<file path="src/rtl/axi_bridge_pkg.sv">
package axi_bridge_pkg;

   // ------------------------------
   // widths
   // ------------------------------
   localparam int PADDR_W    = 32;
   localparam int LINE_W     = 128;
   localparam int LINE_BYTES = LINE_W / 8;
   localparam int OFS_W      = $clog2(LINE_BYTES);
   localparam int TAG_W      = 6;

   // ------------------------------
   // vector types
   // ------------------------------
   typedef logic [PADDR_W-1:0]    paddr_t;
   typedef logic [LINE_W-1:0]     line_data_t;
   typedef logic [LINE_BYTES-1:0] line_strb_t;
   typedef logic [TAG_W-1:0]      tag_t;

   // l2 command code
   typedef logic [0:0] l2_cmd_t;

   localparam l2_cmd_t CMD_RD = 1'b0;
   localparam l2_cmd_t CMD_WR = 1'b1;

   // AXI response code
   typedef logic [1:0] axi_resp_t;

   localparam axi_resp_t RESP_OKAY   = 2'b00;
   localparam axi_resp_t RESP_SLVERR = 2'b10;

   // ------------------------------
   // structs
   // ------------------------------

   // data and byte_en right-justified, lane 0 is the byte at addr
   typedef struct packed {
      l2_cmd_t    cmd;
      paddr_t     addr;
      tag_t       tag;
      line_data_t data;
      line_strb_t byte_en;
   } l2_req_t;

   typedef struct packed {
      tag_t       tag;
      line_data_t data;
   } l2_resp_t;

   typedef struct packed {
      paddr_t addr;
      tag_t   id;
   } axi_aw_t;

   typedef struct packed {
      line_data_t data;
      line_strb_t strb;
   } axi_w_t;

endpackage
</file>
<file path="src/rtl/l2_axi_bridge.sv">
module l2_axi_bridge #(
   parameter int FIFO_DEPTH = 4
) (
   input  logic                       i_clk,
   input  logic                       i_reset_n,

   // l2 request side
   input  logic                       i_l2_req_valid,
   input  axi_bridge_pkg::l2_req_t    i_l2_req,
   output logic                       o_l2_req_ready,

   // AXI read address
   output logic                       o_axi_ar_valid,
   input  logic                       i_axi_ar_ready,
   output axi_bridge_pkg::paddr_t     o_axi_ar_addr,
   output axi_bridge_pkg::tag_t       o_axi_ar_id,

   // AXI write address and data
   output logic                       o_axi_aw_valid,
   input  logic                       i_axi_aw_ready,
   output axi_bridge_pkg::axi_aw_t    o_axi_aw,
   output logic                       o_axi_w_valid,
   input  logic                       i_axi_w_ready,
   output axi_bridge_pkg::axi_w_t     o_axi_w,

   // AXI responses, always accepted
   input  logic                       i_axi_b_valid,
   input  axi_bridge_pkg::tag_t       i_axi_b_id,
   input  axi_bridge_pkg::axi_resp_t  i_axi_b_resp,
   input  logic                       i_axi_r_valid,
   input  axi_bridge_pkg::tag_t       i_axi_r_id,
   input  axi_bridge_pkg::line_data_t i_axi_r_data,
   input  axi_bridge_pkg::axi_resp_t  i_axi_r_resp,

   // l2 response side
   output logic                       o_l2_resp_valid,
   output axi_bridge_pkg::l2_resp_t   o_l2_resp,
   output logic                       o_wr_ack_valid,
   output axi_bridge_pkg::tag_t       o_wr_ack_tag,
   output logic                       o_bus_error
);
   import axi_bridge_pkg::*;

   l2_req_t w_head;
   l2_req_t w_wr_req;
   logic    w_not_empty;
   logic    w_full;
   logic    w_pop;

   assign o_l2_req_ready = ~w_full;

   // read address straight from the queue head
   assign o_axi_ar_addr = w_head.addr;
   assign o_axi_ar_id   = w_head.tag;

   // ------------------------------
   // request path
   // ------------------------------
   l2_req_fifo #(
      .DEPTH (FIFO_DEPTH)
   ) u_l2_req_fifo (
      .i_clk       (i_clk),
      .i_reset_n   (i_reset_n),
      .i_push      (i_l2_req_valid),
      .i_req       (i_l2_req),
      .i_pop       (w_pop),
      .o_head      (w_head),
      .o_not_empty (w_not_empty),
      .o_full      (w_full)
   );

   axi_bridge_ctrl u_axi_bridge_ctrl (
      .i_clk       (i_clk),
      .i_reset_n   (i_reset_n),
      .i_head      (w_head),
      .i_not_empty (w_not_empty),
      .o_pop       (w_pop),
      .o_wr_req    (w_wr_req),
      .o_ar_valid  (o_axi_ar_valid),
      .i_ar_ready  (i_axi_ar_ready),
      .o_aw_valid  (o_axi_aw_valid),
      .i_aw_ready  (i_axi_aw_ready),
      .o_w_valid   (o_axi_w_valid),
      .i_w_ready   (i_axi_w_ready)
   );

   axi_write_align u_axi_write_align (
      .i_req (w_wr_req),
      .o_aw  (o_axi_aw),
      .o_w   (o_axi_w)
   );

   // ------------------------------
   // response path
   // ------------------------------
   axi_resp_collect u_axi_resp_collect (
      .i_clk        (i_clk),
      .i_reset_n    (i_reset_n),
      .i_r_valid    (i_axi_r_valid),
      .i_r_id       (i_axi_r_id),
      .i_r_data     (i_axi_r_data),
      .i_r_resp     (i_axi_r_resp),
      .i_b_valid    (i_axi_b_valid),
      .i_b_id       (i_axi_b_id),
      .i_b_resp     (i_axi_b_resp),
      .o_resp_valid (o_l2_resp_valid),
      .o_resp       (o_l2_resp),
      .o_ack_valid  (o_wr_ack_valid),
      .o_ack_tag    (o_wr_ack_tag),
      .o_error      (o_bus_error)
   );

endmodule

</file>
<file path="src/rtl/axi_resp_collect.sv">
module axi_resp_collect (
   input  logic                       i_clk,
   input  logic                       i_reset_n,

   input  logic                       i_r_valid,
   input  axi_bridge_pkg::tag_t       i_r_id,
   input  axi_bridge_pkg::line_data_t i_r_data,
   input  axi_bridge_pkg::axi_resp_t  i_r_resp,

   input  logic                       i_b_valid,
   input  axi_bridge_pkg::tag_t       i_b_id,
   input  axi_bridge_pkg::axi_resp_t  i_b_resp,

   output logic                       o_resp_valid,
   output axi_bridge_pkg::l2_resp_t   o_resp,
   output logic                       o_ack_valid,
   output axi_bridge_pkg::tag_t       o_ack_tag,
   output logic                       o_error
);
   import axi_bridge_pkg::*;

   logic     r_resp_valid;
   l2_resp_t r_resp;
   logic     r_ack_valid;
   tag_t     r_ack_tag;
   logic     r_error;
   logic     w_r_err;
   logic     w_b_err;

   assign w_r_err = i_r_valid & (i_r_resp != RESP_OKAY);
   assign w_b_err = i_b_valid & (i_b_resp != RESP_OKAY);

   // strobes and sticky error
   always_ff @(posedge i_clk, negedge i_reset_n) begin
      if (!i_reset_n) begin
         r_resp_valid <= 1'b0;
         r_ack_valid  <= 1'b0;
         r_error      <= 1'b0;
      end else begin
         r_resp_valid <= i_r_valid;
         r_ack_valid  <= i_b_valid;
         r_error      <= r_error | w_r_err | w_b_err;
      end
   end

   // beat payloads
   always_ff @(posedge i_clk) begin
      if (i_r_valid) begin
         r_resp.tag  <= i_r_id;
         r_resp.data <= i_r_data;
      end
      if (i_b_valid) begin
         r_ack_tag <= i_b_id;
      end
   end

   assign o_resp_valid = r_resp_valid;
   assign o_resp       = r_resp;
   assign o_ack_valid  = r_ack_valid;
   assign o_ack_tag    = r_ack_tag;
   assign o_error      = r_error;

endmodule

</file>
<file path="src/rtl/axi_write_align.sv">
module axi_write_align (
   input  axi_bridge_pkg::l2_req_t i_req,
   output axi_bridge_pkg::axi_aw_t o_aw,
   output axi_bridge_pkg::axi_w_t  o_w
);
   import axi_bridge_pkg::*;

   logic [OFS_W-1:0] w_ofs;
   logic [OFS_W+2:0] w_bit_shift;

   // byte offset inside the line
   assign w_ofs       = i_req.addr[OFS_W-1:0];
   assign w_bit_shift = {w_ofs, 3'b000};

   // ------------------------------
   // address channel
   // ------------------------------

   // aligned down to the line
   assign o_aw.addr = {i_req.addr[PADDR_W-1:OFS_W], {OFS_W{1'b0}}};
   assign o_aw.id   = i_req.tag;

   // ------------------------------
   // data channel
   // ------------------------------

   // lanes past the top of the line fall off
   assign o_w.data = i_req.data << w_bit_shift;
   assign o_w.strb = i_req.byte_en << w_ofs;

endmodule

</file>
<file path="src/rtl/axi_bridge_ctrl.sv">
module axi_bridge_ctrl (
   input  logic                    i_clk,
   input  logic                    i_reset_n,

   input  axi_bridge_pkg::l2_req_t i_head,
   input  logic                    i_not_empty,
   output logic                    o_pop,

   output axi_bridge_pkg::l2_req_t o_wr_req,

   output logic                    o_ar_valid,
   input  logic                    i_ar_ready,

   output logic                    o_aw_valid,
   input  logic                    i_aw_ready,

   output logic                    o_w_valid,
   input  logic                    i_w_ready
);
   import axi_bridge_pkg::*;

   typedef enum logic {
      IDLE    = 1'b0,
      WR_WAIT = 1'b1
   } state_t;

   state_t  r_state;
   l2_req_t r_wr_req;
   logic    r_aw_hold;
   logic    r_w_hold;

   logic    w_idle;
   logic    w_wr_wait;
   logic    w_head_rd;
   logic    w_head_wr;
   logic    w_ar_fire;
   logic    w_aw_fire;
   logic    w_w_fire;
   logic    w_wr_done;

   assign w_idle    = (r_state == IDLE);
   assign w_wr_wait = (r_state == WR_WAIT);

   // head decode, only looked at while idle
   assign w_head_rd = w_idle & i_not_empty & (i_head.cmd == CMD_RD);
   assign w_head_wr = w_idle & i_not_empty & (i_head.cmd == CMD_WR);

   // ------------------------------
   // channel valids
   // ------------------------------
   assign o_ar_valid = w_head_rd;
   assign o_aw_valid = w_wr_wait & ~r_aw_hold;
   assign o_w_valid  = w_wr_wait & ~r_w_hold;

   assign w_ar_fire = o_ar_valid & i_ar_ready;
   assign w_aw_fire = o_aw_valid & i_aw_ready;
   assign w_w_fire  = o_w_valid & i_w_ready;

   assign w_wr_done = r_aw_hold & r_w_hold;

   // reads leave on AR fire, writes as soon as they are latched
   assign o_pop = w_ar_fire | w_head_wr;

   // ------------------------------
   // state machine
   // ------------------------------
   always_ff @(posedge i_clk, negedge i_reset_n) begin
      if (!i_reset_n) begin
         r_state   <= IDLE;
         r_aw_hold <= 1'b0;
         r_w_hold  <= 1'b0;
      end else begin
         case (r_state)
            IDLE: begin
               if (w_head_wr) begin
                  r_state <= WR_WAIT;
               end
            end
            WR_WAIT: begin
               r_aw_hold <= r_aw_hold | w_aw_fire;
               r_w_hold  <= r_w_hold | w_w_fire;
               // both channels done, back to idle
               if (w_wr_done) begin
                  r_state   <= IDLE;
                  r_aw_hold <= 1'b0;
                  r_w_hold  <= 1'b0;
               end
            end
            default: begin
               r_state <= IDLE;
            end
         endcase
      end
   end

   // write request held for the aligner
   always_ff @(posedge i_clk) begin
      if (w_head_wr) begin
         r_wr_req <= i_head;
      end
   end

   assign o_wr_req = r_wr_req;

endmodule

</file>
<file path="src/rtl/l2_req_fifo.sv">
module l2_req_fifo #(
   parameter int DEPTH = 4
) (
   input  logic                    i_clk,
   input  logic                    i_reset_n,
   input  logic                    i_push,
   input  axi_bridge_pkg::l2_req_t i_req,
   input  logic                    i_pop,
   output axi_bridge_pkg::l2_req_t o_head,
   output logic                    o_not_empty,
   output logic                    o_full
);
   import axi_bridge_pkg::*;

   localparam int PTR_W = (DEPTH > 1) ? $clog2(DEPTH) : 1;
   localparam int CNT_W = $clog2(DEPTH + 1);

   l2_req_t          r_mem [DEPTH];
   logic [PTR_W-1:0] r_wr_ptr;
   logic [PTR_W-1:0] r_rd_ptr;
   logic [CNT_W-1:0] r_count;
   logic             w_do_push;
   logic             w_do_pop;

   // overflow push and underflow pop are dropped
   assign w_do_push = i_push & ~o_full;
   assign w_do_pop  = i_pop & o_not_empty;

   always_ff @(posedge i_clk) begin
      if (w_do_push) begin
         r_mem[r_wr_ptr] <= i_req;
      end
   end

   always_ff @(posedge i_clk, negedge i_reset_n) begin
      if (!i_reset_n) begin
         r_wr_ptr <= '0;
         r_rd_ptr <= '0;
         r_count  <= '0;
      end else begin
         if (w_do_push) begin
            r_wr_ptr <= (r_wr_ptr == PTR_W'(DEPTH - 1)) ? '0 : r_wr_ptr + PTR_W'(1);
         end
         if (w_do_pop) begin
            r_rd_ptr <= (r_rd_ptr == PTR_W'(DEPTH - 1)) ? '0 : r_rd_ptr + PTR_W'(1);
         end
         case ({w_do_push, w_do_pop})
            2'b10:   r_count <= r_count + CNT_W'(1);
            2'b01:   r_count <= r_count - CNT_W'(1);
            default: r_count <= r_count;
         endcase
      end
   end

   // head is the oldest entry
   assign o_head      = r_mem[r_rd_ptr];
   assign o_not_empty = (r_count != '0);
   assign o_full      = (r_count == CNT_W'(DEPTH));

endmodule

</file>
<file path="config.mk">
export PLATFORM = sky130hd
export DESIGN_NAME = l2_axi_bridge
export DESIGN_NICKNAME = d
export VERILOG_FILES = /design/src/rtl/axi_bridge_pkg.sv /design/src/rtl/l2_axi_bridge.sv /design/src/rtl/axi_resp_collect.sv /design/src/rtl/axi_write_align.sv /design/src/rtl/axi_bridge_ctrl.sv /design/src/rtl/l2_req_fifo.sv
export SDC_FILE = /design/constraint.sdc
export NUM_CORES = 1
export LEC_CHECK = 0
export BUFFER_PORTS_ARGS = -buffer_cell sky130_fd_sc_hd__buf_2
export CORE_UTILIZATION = 50
export CTS_BUF_LIST = sky130_fd_sc_hd__clkbuf_2 sky130_fd_sc_hd__clkbuf_4 sky130_fd_sc_hd__clkbuf_8
export DETAILED_ROUTE_END_ITERATION = 6
export GPL_ROUTABILITY_DRIVEN = 0
export PLACE_DENSITY_LB_ADDON = 0.15
export SETUP_SLACK_MARGIN = 0.2
export SLEW_MARGIN = 40
export SYNTH_ARGS = -nofsm -noshare
export SYNTH_HDL_FRONTEND = slang
export SYNTH_SLANG_ARGS = --single-unit
</file>
<file path="constraint.sdc">
create_clock -name i_clk -period 11.5 [get_ports i_clk]
set_clock_uncertainty 0.15 [all_clocks]
set_input_delay 0.575 -clock i_clk [delete_from_list [all_inputs] [get_ports i_clk]]
set_output_delay 0.575 -clock i_clk [all_outputs]
set_load 0.005 [all_outputs]
</file>
==> impl_metrics.toml <==
[outcome]
outcome = "complete, no violations"

[final_layout]
fin_nets = 3549
syn2layout_area_growth_pct = 25.9
drive_gt1_frac = 0.382

[synthesis]
async_reset_ff_frac = 0.0122
yosysWarningCount = 0
synthTopCellsByCount = "edfxtp_1 (1,054), mux4_2 (209), mux2i_1 (141)"
yosysMostFrequentCell = "edfxtp_1"
synth_area_um2 = 42700
synth_ff_type = "edfxtp_1"
ys_types = 51
yosysSeqAreaShare = 0.749
synth_edf_count = 1054
synth_top_cell_by_area = "edfxtp_1"
yosys_register_bits = 1067
synth.top_cell.area_share = 0.742
ys_top_cells_by_area = "edfxtp_1 (74%), mux4_2 (11%), mux2i_1 (3.3%)"
synth.avg_cell_area_um2 = 19.7
syn-instance-count = 2171

[worst_setup_path]
crit_path_end_kind = "output port"
arrival_ps = 4660
rr_worst_depth = 5
critPathMaxFanout = 55
cp_data_required_time_ps = 10780
reg2reg_from = "u_l2_req_fifo.r_rd_ptr[0]"
rr_endpoint = "u_axi_bridge_ctrl.o_wr_req[137]"
worstSetupStartpointType = "flop"
reg2reg_slack_ps = 8160
critPathKind = "reg2out"

[timing]
hold_viol = 0
max_freq_ghz = 0.186
finalSetupTns_ps = 0
min_period_ps = 5390
setup_viol = 0
setup_ws_ps = 6110
grt_setup_unrepaired = "false"
final_max_slew_viol_count = 0
timing.slew.headroom = 0.403
fin_crit_sh = 0.468
worst_pin_slew_ps = 894

[floorplan]
die_h_um = 294
die-width_um = 294
coreArea_um2 = 84100
dieArea_um2 = 86500
fp-row-count = 106
io_pins = 702
initial_core_util = 0.508

[clock_network]
h-tree-depth = 4
clk_pin_slew_worst_paths_ps = 60
cts_buffer_depth = 3
clock-sinks = 1067
tritoncts = "done"
cts_root_buf = "clkbuf_8"
postCtsSetupBuffers = 0
clock_latency_ps = 840
cts_resized = 0
cts_buffers = 170

[power]
ir_drop_mv = 0.166
powerDensity_nw_per_um2 = 264
p_leak_nw = 19.6

[hold_path]
min_to = "u_l2_req_fifo.r_wr_ptr[0]"
hold_depth = 3
min_from = "i_l2_req_valid"
min_path_type = "in2reg"

[routing]
vias_per_cell = 5.76
drt_wl_total_mm = 128
ant_nets = 0
wl_per_cell_um = 28.5
drc_errors = 0
drt_iter0_markers = 2435
first_pass_iters = 7
vias = 25900

[placement]
hpwl_mm = 86.4
place.port_buffers = 697
pre_cts_ws_ps = 7050

[flow_run]
cap_violations = 0

[grt]
grt_pass1_vias = 26500
grt_pass1_wl_mm = 181
grt_start_max_net_pins = 110
gr-total-overflow = 0
antenna_found_initial = 34
gr-usage-all-layers = 0.295
[logic make-up (layout without fill, tap and decap cells)]
logic type               count (synthesis)  after routing  share of synthesized area
XOR/XNOR                                 3              3                   0.000616
multiplexers                           384            384                      0.152
buffers and inverters                  214           1381                     0.0292
adder cells (fa/ha/maj)                  7              7                    0.00223
flip-flops                            1067           1067                      0.749
AO/OA/AOI/OAI                          234            234                     0.0381
AND/OR/NAND/NOR                        261            261                     0.0282
other                                    1             20                  0.0000879
[critical path: stages, from the launching register on]
cell,delay (ps)
edfxtp_1,330
buf_4,540
buf_4,590
buf_4,610
nor2b_2,630
buf_4,320
a22oi_1,110
o211ai_1,280
o221ai_1,160
buf_2,170
[layout make-up]
type,count,area [um^2]
sequential,1067,32000
multi-input combinational,893,9510
clock inverter,59,478
fill,5998,30400
timing repair buffer,1067,7330
clock buffer,247,2940
tap,1134,1420
inverter,8,30.0
antenna,16,40.0
[stage by stage]
stage | power (W) | instances | hold WS (ps) | util | cell area (um^2)
final | 0.0142 | 4491 | 120 | 0.639 | 53700
after global placement | 0.0107 | 3828 | 316 | 0.555 | 46700
after floorplan | 0.00894 | 2174 | 129 | - | 42700
after detailed placement | 0.0108 | 3837 | 304 | 0.558 | 46900
after CTS | 0.0142 | 4475 | 4.92 | 0.639 | 53700
after global routing | 0.0147 | 4486 | 61.8 | 0.639 | 53700
[where the power goes]
| part | internal (W) | switching, W | total [W] |
|---|---|---|---|
| registers | 0.00543 | 0.000493 | 0.00592 |
| logic | 0.00202 | 0.00299 | 0.00501 |
| clock network | 0.00173 | 0.00150 | 0.00324 |
[state kept, by name, indices dropped and copies added (netlist names)]
register,count
u_axi_resp_collect.o_resp,134
u_l2_req_fifo.r_rd_ptr,2
u_axi_bridge_ctrl.r_aw_hold,1
u_l2_req_fifo.r_mem,732
u_axi_resp_collect.o_resp_valid,1
u_axi_bridge_ctrl.r_state,1
u_axi_resp_collect.o_ack_tag,6
u_l2_req_fifo.r_count,3
u_l2_req_fifo.r_wr_ptr,2
u_axi_bridge_ctrl.r_w_hold,1
u_axi_resp_collect.o_ack_valid,1
u_axi_bridge_ctrl.o_wr_req,182
u_axi_resp_collect.o_error,1
[per-layer routing]
layer / vias to the layer above / share of wire / GRT usage
met2: 1465 / 0.47 / 0.459
met5: - / 0.0016 / 0
met1: 13200 / 0.39 / 0.383
met3: 257 / 0.10 / 0.0958
li1: 10900 / - / -
met4: 30 / 0.041 / 0.126
[how the worst max path moves through the flow]
stage	start	end
6_report	u_axi_bridge_ctrl.o_wr_req[150]	o_axi_w[136]
2_1_floorplan	u_l2_req_fifo.r_count[0]	u_l2_req_fifo.r_mem[0][0]
3_3_place_gp	u_axi_bridge_ctrl.o_wr_req[150]	o_axi_w[136]
5_1_grt	u_axi_bridge_ctrl.o_wr_req[150]	o_axi_w[136]
4_1_cts	u_axi_bridge_ctrl.o_wr_req[150]	o_axi_w[136]
3_5_place_dp	u_axi_bridge_ctrl.o_wr_req[150]	o_axi_w[136]
[cell usage in the layout, fill, tap and decap left out, drive strengths merged, types with 6 or more instances in the layout]
cell         netlist  layout
a21o               9       9
mux4             209     209
nand3             21      21
o21ai             70      70
a2bb2oi            8       8
ha                 6       6
nand3b            12      12
mux2i            141     141
o221ai            19      19
o2111ai            6       6
and2              35      35
o2bb2ai            7       7
clkinv             1      48
buf              160     736
clkbuf            46     247
nor2b              6       6
a32o               7       7
mux2              34      34
a221oi             9       9
o21a              11      11
dfrtp             13      13
nand2            110     110
a21oi             16      16
a211oi             9       9
inv                7      15
a22oi             18      18
diode              0      16
nor3              10      10
dlygate4sd3        0     331
edfxtp          1054    1054
o211ai            24      24
o22ai              7       7
nor2              55      55
[repair_timing]
action / CTS / global route
endpoints found under the hold margin: 896 / 0
hold buffers: 332 / 0
setup endpoints to repair: 0 / 0
No activity file was read; power rests on OpenSTA's default activity.
